### config.mk
export PLATFORM = sky130hd
export DESIGN_NAME = gem_data_out_top
export DESIGN_NICKNAME = d
export VERILOG_FILES = /design/src/startup_pkg.sv /design/src/gem_link_pkg.sv /design/src/gem_data_out_top.sv /design/src/link_framer.sv /design/src/link_ready_timer.sv /design/src/startup_sequencer.sv
export SDC_FILE = /design/constraint.sdc
export NUM_CORES = 1
export LEC_CHECK = 0
export BUFFER_PORTS_ARGS = -buffer_cell sky130_fd_sc_hd__buf_2
export CAP_MARGIN = 20
export CORE_ASPECT_RATIO = 0.7
export CORE_MARGIN = 2
export CORE_UTILIZATION = 53
export CTS_CLUSTER_DIAMETER = 100
export DETAILED_ROUTE_END_ITERATION = 7
export PLACE_DENSITY = 0.86
export SLEW_MARGIN = 40
export SYNTH_ARGS = -nofsm -noshare
export SYNTH_HDL_FRONTEND = slang
export SYNTH_SLANG_ARGS = --single-unit
### constraint.sdc
create_clock -name clock_40 -period 3.75 [get_ports clock_40]
set_clock_uncertainty 0.2 [all_clocks]
set_input_delay 0.375 -clock clock_40 [delete_from_list [all_inputs] [get_ports clock_40]]
set_output_delay 0.375 -clock clock_40 [all_outputs]
set_load 0.01 [all_outputs]
### src/startup_pkg.sv
package startup_pkg;

   // ------------------------------------------------------------
   // Startup counter, counted in clock_40 cycles
   // ------------------------------------------------------------

   localparam int startup_cnt_w = 22;   // Saturates after roughly 105 ms

   // Link reset releases are spaced 4 ms apart
   localparam int default_mgt_reset_step = 160000;

   // PCS reset pulse at 18 ms
   localparam int default_txreset_cnt = 720000;

   // Startup is complete at 30 ms
   localparam int default_done_cnt = 1200000;

endpackage

### src/gem_link_pkg.sv
package gem_link_pkg;

   // ------------------------------------------------------------
   // Link data geometry
   // ------------------------------------------------------------

   localparam int link_data_w = 56;   // GEM half-word carried by one link
   localparam int tx_word_w   = 16;   // Transceiver parallel word
   localparam int frame_words = 4;    // Words per 40 MHz frame

   // Separator K-codes, low byte of frame word 0
   typedef enum logic [7:0] {
      k28_0 = 8'h1C,   // BC0
      k28_1 = 8'h3C,   // Resync
      k30_7 = 8'hFE,   // Cluster overflow
      k28_5 = 8'hBC,   // Rotation, bunch counter lsbs 0
      k23_7 = 8'hF7,   // Rotation, lsbs 1
      k27_7 = 8'hFB,   // Rotation, lsbs 2
      k29_7 = 8'hFD    // Rotation, lsbs 3
   } kcode_t;

   // Position inside the frame
   typedef enum logic [$clog2(frame_words)-1:0] {
      word_sep, word_1, word_2, word_3
   } frame_word_t;

   localparam logic [tx_word_w-1:0] idle_word = 16'hFFFC;   // Sent while link is down

endpackage
### src/gem_data_out_top.sv
`timescale 1ns/10ps

module gem_data_out_top #(
   parameter int n_links         = 2,
   parameter int mgt_reset_step  = startup_pkg::default_mgt_reset_step,
   parameter int txreset_cnt     = startup_pkg::default_txreset_cnt,
   parameter int done_cnt        = startup_pkg::default_done_cnt,
   parameter bit allow_retry     = 1'b0,
   parameter int ready_cnt_max   = 262143,
   parameter bit allow_ttc_chars = 1'b1
) (
   input  logic                                         clock_40,
   input  logic                                         reset_i,
   input  logic [n_links*gem_link_pkg::link_data_w-1:0] gem_data_i,  // Link k at 56k
   input  logic                                         overflow_i,
   input  logic [11:0]                                  bxn_counter_i,
   input  logic                                         bc0_i,
   input  logic                                         resync_i,
   input  logic                                         tx_done_i,
   input  logic                                         force_not_ready_i,
   input  logic [n_links-1:0]                           mgt_reset_i,
   input  logic                                         txreset_i,
   output logic [n_links*gem_link_pkg::tx_word_w-1:0]   tx_data_o,
   output logic [n_links*2-1:0]                         tx_isk_o,
   output logic [n_links-1:0]                           mgt_reset_o,
   output logic                                         txreset_o,
   output logic                                         startup_done_o,
   output logic                                         ready_o
);

   import gem_link_pkg::*;

   logic link_up;        // Registered transceiver done
   logic startup_done;

   // ------------------------------------------------------------
   // Startup and link readiness
   // ------------------------------------------------------------

   startup_sequencer #(
      .n_links        (n_links),
      .mgt_reset_step (mgt_reset_step),
      .txreset_cnt    (txreset_cnt),
      .done_cnt       (done_cnt),
      .allow_retry    (allow_retry)
   ) startup_sequencer_i (
      .clock_40       (clock_40),
      .reset_i        (reset_i),
      .link_up_i      (link_up),
      .mgt_reset_i    (mgt_reset_i),
      .txreset_i      (txreset_i),
      .mgt_reset_o    (mgt_reset_o),
      .txreset_o      (txreset_o),
      .startup_done_o (startup_done)
   );

   assign startup_done_o = startup_done;

   link_ready_timer #(
      .ready_cnt_max     (ready_cnt_max)
   ) link_ready_timer_i (
      .clock_40          (clock_40),
      .reset_i           (reset_i),
      .tx_done_i         (tx_done_i),
      .force_not_ready_i (force_not_ready_i),
      .link_up_o         (link_up),
      .ready_o           (ready_o)
   );

   // ------------------------------------------------------------
   // One framer per link, TTC flags shared
   // ------------------------------------------------------------

   for (genvar k = 0; k < n_links; k++) begin : link_gen
      link_framer #(
         .allow_ttc_chars (allow_ttc_chars)
      ) link_framer_i (
         .clock_40    (clock_40),
         .reset_i     (reset_i),
         .link_up_i   (link_up),
         .link_data_i (gem_data_i[k*link_data_w +: link_data_w]),
         .bc0_i       (bc0_i),
         .resync_i    (resync_i),
         .overflow_i  (overflow_i),
         .bxn_lsbs_i  (bxn_counter_i[1:0]),   // Rotation follows the bunch counter
         .tx_data_o   (tx_data_o[k*tx_word_w +: tx_word_w]),
         .tx_isk_o    (tx_isk_o[k*2 +: 2])
      );
   end

endmodule

### src/link_framer.sv
`timescale 1ns/10ps

module link_framer #(
   parameter bit allow_ttc_chars = 1'b1   // Enables BC0, resync and overflow codes
) (
   input  logic                               clock_40,
   input  logic                               reset_i,
   input  logic                               link_up_i,
   input  logic [gem_link_pkg::link_data_w-1:0] link_data_i,   // This link's GEM half-word
   input  logic                               bc0_i,
   input  logic                               resync_i,
   input  logic                               overflow_i,    // More than 8 clusters
   input  logic [1:0]                         bxn_lsbs_i,    // Bunch counter bits 1:0
   output logic [gem_link_pkg::tx_word_w-1:0]   tx_data_o,
   output logic [1:0]                         tx_isk_o
);

   import gem_link_pkg::*;

   frame_word_t frame_cnt;   // Word being built this cycle
   kcode_t      frame_sep;   // Separator for the current frame

   // ------------------------------------------------------------
   // Frame word counter
   // ------------------------------------------------------------

   // Starts at word_sep in the first link-up cycle, then 0,1,2,3 and wraps
   always_ff @(posedge clock_40) begin
      if (reset_i || !link_up_i) begin
         frame_cnt <= word_sep;
      end else begin
         frame_cnt <= frame_word_t'(frame_cnt + 2'd1);   // Wraps at word_3
      end
   end

   // ------------------------------------------------------------
   // Separator choice
   // ------------------------------------------------------------

   always_comb begin
      if (allow_ttc_chars && bc0_i) begin
         frame_sep = k28_0;                  // BC0 wins over everything
      end else if (allow_ttc_chars && resync_i) begin
         frame_sep = k28_1;
      end else if (allow_ttc_chars && overflow_i) begin
         frame_sep = k30_7;
      end else begin
         // Bunch sequence marker, four-code rotation
         case (bxn_lsbs_i)
            2'd0:    frame_sep = k28_5;
            2'd1:    frame_sep = k23_7;
            2'd2:    frame_sep = k27_7;
            default: frame_sep = k29_7;
         endcase
      end
   end

   // ------------------------------------------------------------
   // Registered word output
   // ------------------------------------------------------------

   always_ff @(posedge clock_40) begin
      if (reset_i || !link_up_i) begin
         tx_data_o <= idle_word;   // Comma idle while link is down
         tx_isk_o  <= 2'b01;
      end else begin
         case (frame_cnt)
            word_sep: begin
               tx_data_o <= {link_data_i[7:0], frame_sep};   // K-code in low byte
               tx_isk_o  <= 2'b01;
            end
            word_1: begin
               tx_data_o <= link_data_i[23:8];
               tx_isk_o  <= 2'b00;
            end
            word_2: begin
               tx_data_o <= link_data_i[39:24];
               tx_isk_o  <= 2'b00;
            end
            default: begin                                   // word_3
               tx_data_o <= link_data_i[55:40];
               tx_isk_o  <= 2'b00;
            end
         endcase
      end
   end

endmodule

### src/link_ready_timer.sv
`timescale 1ns/10ps

module link_ready_timer #(
   parameter int ready_cnt_max = 262143   // Hold-off in clock_40 cycles
) (
   input  logic clock_40,
   input  logic reset_i,
   input  logic tx_done_i,          // Transceiver reset FSM done
   input  logic force_not_ready_i,  // Drops ready on the next edge
   output logic link_up_o,
   output logic ready_o
);

   localparam int ready_w = $clog2(ready_cnt_max + 1);
   localparam logic [ready_w-1:0] ready_max = ready_w'(ready_cnt_max);

   logic               link_up;
   logic               hold;         // Timer cleared this cycle
   logic               timer_armed;  // Set one cycle after hold ends
   logic [ready_w-1:0] ready_cnt;

   // ------------------------------------------------------------
   // Link-up register
   // ------------------------------------------------------------

   always_ff @(posedge clock_40) begin
      if (reset_i) begin
         link_up <= 1'b0;
      end else begin
         link_up <= tx_done_i;   // One cycle behind the transceiver
      end
   end

   assign link_up_o = link_up;

   // ------------------------------------------------------------
   // Ready hold-off timer
   // ------------------------------------------------------------

   assign hold = !link_up || force_not_ready_i;

   // First cycle out of hold only arms the timer, counting starts after
   always_ff @(posedge clock_40) begin
      if (reset_i || hold) begin
         timer_armed <= 1'b0;
         ready_cnt   <= '0;
      end else begin
         timer_armed <= 1'b1;
         if (timer_armed && (ready_cnt != ready_max))
            ready_cnt <= ready_cnt + 1'b1;       // Saturates at max
      end
   end

   assign ready_o = (ready_cnt == ready_max);

endmodule

### src/startup_sequencer.sv
`timescale 1ns/10ps

module startup_sequencer #(
   parameter int n_links        = 2,
   parameter int mgt_reset_step = startup_pkg::default_mgt_reset_step,
   parameter int txreset_cnt    = startup_pkg::default_txreset_cnt,
   parameter int done_cnt       = startup_pkg::default_done_cnt,
   parameter bit allow_retry    = 1'b0
) (
   input  logic               clock_40,
   input  logic               reset_i,
   input  logic               link_up_i,        // Registered transceiver done
   input  logic [n_links-1:0] mgt_reset_i,      // Manual per-link reset
   input  logic               txreset_i,        // Manual PCS reset
   output logic [n_links-1:0] mgt_reset_o,
   output logic               txreset_o,
   output logic               startup_done_o
);

   import startup_pkg::*;

   // ------------------------------------------------------------
   // Event thresholds
   // ------------------------------------------------------------

   localparam logic [startup_cnt_w-1:0] cnt_max = '1;   // Saturation value
   localparam logic [startup_cnt_w-1:0] txreset_at = startup_cnt_w'(txreset_cnt);
   localparam logic [startup_cnt_w-1:0] done_at = startup_cnt_w'(done_cnt);

   logic [startup_cnt_w-1:0] startup_cnt;   // Cycles since reset or retry
   logic                     startup_done;
   logic                     retry;

   // Link lost after a finished startup, run the whole sequence again
   assign retry = allow_retry && startup_done && !link_up_i;

   // ------------------------------------------------------------
   // Saturating startup counter
   // ------------------------------------------------------------

   always_ff @(posedge clock_40) begin
      if (reset_i || retry) begin
         startup_cnt <= '0;                    // 0 in first cycle out of reset
      end else if (startup_cnt != cnt_max) begin
         startup_cnt <= startup_cnt + 1'b1;
      end
   end

   // ------------------------------------------------------------
   // Staggered link resets
   // ------------------------------------------------------------

   // Link k leaves reset at step*(k+1), so links come up one after another
   for (genvar k = 0; k < n_links; k++) begin : release_gen
      localparam logic [startup_cnt_w-1:0] release_at =
         startup_cnt_w'(mgt_reset_step * (k + 1));

      assign mgt_reset_o[k] = mgt_reset_i[k] || (startup_cnt < release_at);
   end

   // Single-cycle PCS reset, or held by the manual input
   assign txreset_o = txreset_i || (startup_cnt == txreset_at);

   assign startup_done   = (startup_cnt > done_at);   // Level, stays high until retry
   assign startup_done_o = startup_done;

endmodule

==> impl_metrics.py <==
metrics = {
    "timing": {
        "fin_ws_ps": 1228,
        "finalSetupTns_ps": 0,
        "hold_viol_final": 0,
        "slew_headroom_pct": 43.04,
        "whs_ps": 49.30,
        "setup_viol": 0,
        "worstMarginPinSlew_ps": 854.3,
        "fin_crit_sh_pct": 67.25,
        "rsz0062_at_grt": "false",
        "drv_slew": 0,
        "max_freq_ghz": 0.3965,
        "post-route-min-period_ps": 2522,
    },
    "logic_synthesis": {
        "syn-instance-count": 526,
        "yosys_warnings": 0,
        "synth.avg_cell_area_um2": 8.342,
        "synth_area_leaders": "dfxtp_1 36%, nand2_1 5.8%, o21ai_0 4.4%, ha_1 4.0%, a222oi_1 3.6%",
        "yosysSeqAreaShare_pct": 36.50,
        "ys_ff_latch": 80,
        "yosysUniqueCellTypes": 56,
        "syn-cell-area_um2": 4388,
        "netlist_top_cells_count": "80 x dfxtp_1, 68 x nand2_1, 39 x o21ai_0, 33 x nor2_1, 25 x clkbuf_1",
        "yosysTopAreaCell": "dfxtp_1",
        "synth_enable_flop_cells": 0,
        "ys_async_sr_fraction_pct": 0,
        "ys.flop_type": "dfxtp_1",
        "synth_top_area_share_pct": 36.50,
        "yosysMostFrequentCell": "dfxtp_1",
    },
    "clock_tree": {
        "cts_hold_buf": 0,
        "ctsLongestPathBuffers": 2,
        "htreeDepth": 3,
        "clk_pin_slew_ps": 60,
        "post_cts_buffers": 0,
        "post_cts_resized": 0,
        "clock_latency_ps": 340,
        "cts_tree": "yes",
        "cts_sinks": 80,
        "ctsRootBufferMaster": "clkbuf_16",
        "numCtsBuffers": 9,
    },
    "worst_setup_path": {
        "crit_path_start": "startup_sequencer_i.startup_cnt[1]$_SDFFE_PP0P_",
        "r2r_slack_ps": 1230,
        "endpoint": "startup_sequencer_i.startup_cnt[19]$_SDFFE_PP0P_",
        "rr_startpoint": "startup_sequencer_i.startup_cnt[1]$_SDFFE_PP0P_",
        "required_ps": 3780,
        "critPathMaxFanout": 19,
        "rr_endpoint": "startup_sequencer_i.startup_cnt[19]$_SDFFE_PP0P_",
        "path_class": "flip-flop to flip-flop",
        "endpoint_kind": "flip-flop",
        "reg2regPathDepth": 5,
        "start_kind": "flip-flop",
        "cp.arrival_ps": 2550,
    },
    "finish": {
        "n_fill_cell": 654,
        "final_core_util_pct": 69.50,
        "drive_gt1_share_pct": 31.30,
        "final_cells": 772,
        "seqCellArea_um2": 1602,
        "area_growth_pct": 25.75,
        "nets": 814,
        "multi_input_area_um2": 2556,
        "design_area_um2": 5518,
        "antennaDiodeCount": 0,
    },
    "floorplan": {
        "ios": 175,
        "initial_core_util_pct": 55.27,
        "die_h_um": 80.13,
        "num_rows": 27,
        "die_w_um": 112.8,
        "fp.dieArea_um2": 9034,
        "core_area_um2": 7939,
    },
    "grt": {
        "grt.overflow.total": 0,
        "antenna_found_initial": 0,
        "grt_max_degree": 38,
        "grt_usage_pct": 27.66,
        "grt_pass1_wl_um": 20000,
        "grt_pass1_vias": 4059,
    },
    "drt": {
        "dr.first_iter.drc_count": 506,
        "wirelength_um": 12960,
        "dr_total_vias": 4655,
        "vias_per_cell": 6.030,
        "routedWlPerCell_um": 16.78,
        "ant_nets": 0,
        "route.detailed.drc": 0,
        "dr.pass1.iters": 6,
    },
    "placement": {
        "dp_hpwl_um": 9471,
        "dp.cells": 756,
        "portBuffers": 162,
        "routabilityCongestion": 0.8943,
        "pre_cts_slack_ps": 1331,
        "placed_cell_area_um2": 5181,
    },
    "pwr": {
        "p_total_mw": 2.057,
        "p_per_area_nw_per_um2": 372.8,
        "p_leak_nw": 2.277,
        "ir_worst_vdd_mv": 0.4513,
    },
    "run_status": {
        "outcome": "finished, final reports clean",
    },
    "run": {
        "maxCapViolCount": 0,
    },
    "worst_hold_path": {
        "hold_path_class": "input pin to flip-flop",
    },
}
registers in the layout (all words and copies together) (netlist names):
register                          count
link_ready_timer_i.link_up_o          1
link_gen.link_framer_i.tx_isk_o       2
link_ready_timer_i.timer_armed        1
link_ready_timer_i.ready_cnt         18
link_gen.link_framer_i.frame_cnt      4
link_gen.link_framer_i.tx_data_o     32
startup_sequencer_i.startup_cnt      22
area by class of cell:
class                           instances  share of cell area [%]
Sequential cell                        80                   29.03
Clock inverter                          5                   1.882
Timing Repair Buffer                  166                   15.24
Inverter                               15                   1.020
Multi-Input combinational cell        394                   46.33
Tap cell                              101                   2.290
Clock buffer                           11                   4.218
power breakdown:
group	switching (mW)	internal, mW	total, mW	leakage (nW)
Sequential	0.00908	0.864	0.873	0.649
Clock	0.352	0.652	1.00	0.164
Combinational	0.0900	0.0891	0.179	1.46
metal layers:
| layer | vias up | wire [um] | GRT usage, % |
|---|---|---|---|
| met1 | 2173 | 5647 | 37.38 |
| met3 | 16 | 898 | 6.038 |
| met4 | 0 | 142 | 7.683 |
| met2 | 211 | 6270 | 44.91 |
| li1 | 2255 | - | - |
| met5 | - | 0 | 0 |
layout by cell type (no fill, tap or decap), types with 4 or more instances in the layout:
cell type	n
and2_1	5
clkbuf_16	9
inv_1	15
nor2b_1	13
o21ai_0	39
nor3_1	16
buf_2	162
a21oi_1	19
nand4_1	9
dfxtp_1	80
nor4_1	10
nand2_1	68
or4_1	5
nand2b_1	8
mux2_4	7
a221oi_1	6
a222oi_1	16
a22o_1	8
buf_4	4
mux2_2	5
a31oi_1	8
and4_1	7
ha_1	14
o31ai_1	7
nor2_1	33
nand3_1	19
a21oi_2	7
and3_1	4
a211oi_1	17
cells by family (layout without fill, tap and decap cells):
logic type               count (synthesis)  in the layout  share of synthesized area, %
AO/OA/AOI/OAI                          149            149                         23.95
adder cells (fa/ha/maj)                 14             14                         3.992
buffers and inverters                   53            197                         5.389
flip-flops                              80             80                         36.50
multiplexers                            15             15                         4.363
other                                    1              2                       0.08546
AND/OR/NAND/NOR                        214            214                         25.72
how the worst min path moves through the flow:
stage	startpoint	endpoint	depth (start not counted)
5_1_grt	gem_data_i[53]	link_gen[0].link_framer_i.tx_data_o[13]$_SDFF_PP1_	3
2_1_floorplan	link_gen[0].link_framer_i.frame_cnt[0]$_SDFF_PP0_	link_gen[0].link_framer_i.frame_cnt[0]$_SDFF_PP0_	1
4_1_cts	gem_data_i[51]	link_gen[0].link_framer_i.tx_data_o[11]$_SDFF_PP1_	3
6_report	gem_data_i[51]	link_gen[0].link_framer_i.tx_data_o[11]$_SDFF_PP1_	3
3_3_place_gp	link_gen[0].link_framer_i.frame_cnt[0]$_SDFF_PP0_	link_gen[0].link_framer_i.frame_cnt[0]$_SDFF_PP0_	1
3_5_place_dp	link_gen[1].link_framer_i.frame_cnt[0]$_SDFF_PP0_	link_gen[1].link_framer_i.frame_cnt[0]$_SDFF_PP0_	1
critical path, cell delays in order, from the launching register on:
cell and delay [ps]:
dfxtp_1 440, ha_1 280, and3_1 240, and2_1 710
a211oi_1 220, mux2_2 320
Note: power is estimated with default switching activity, not from simulation.
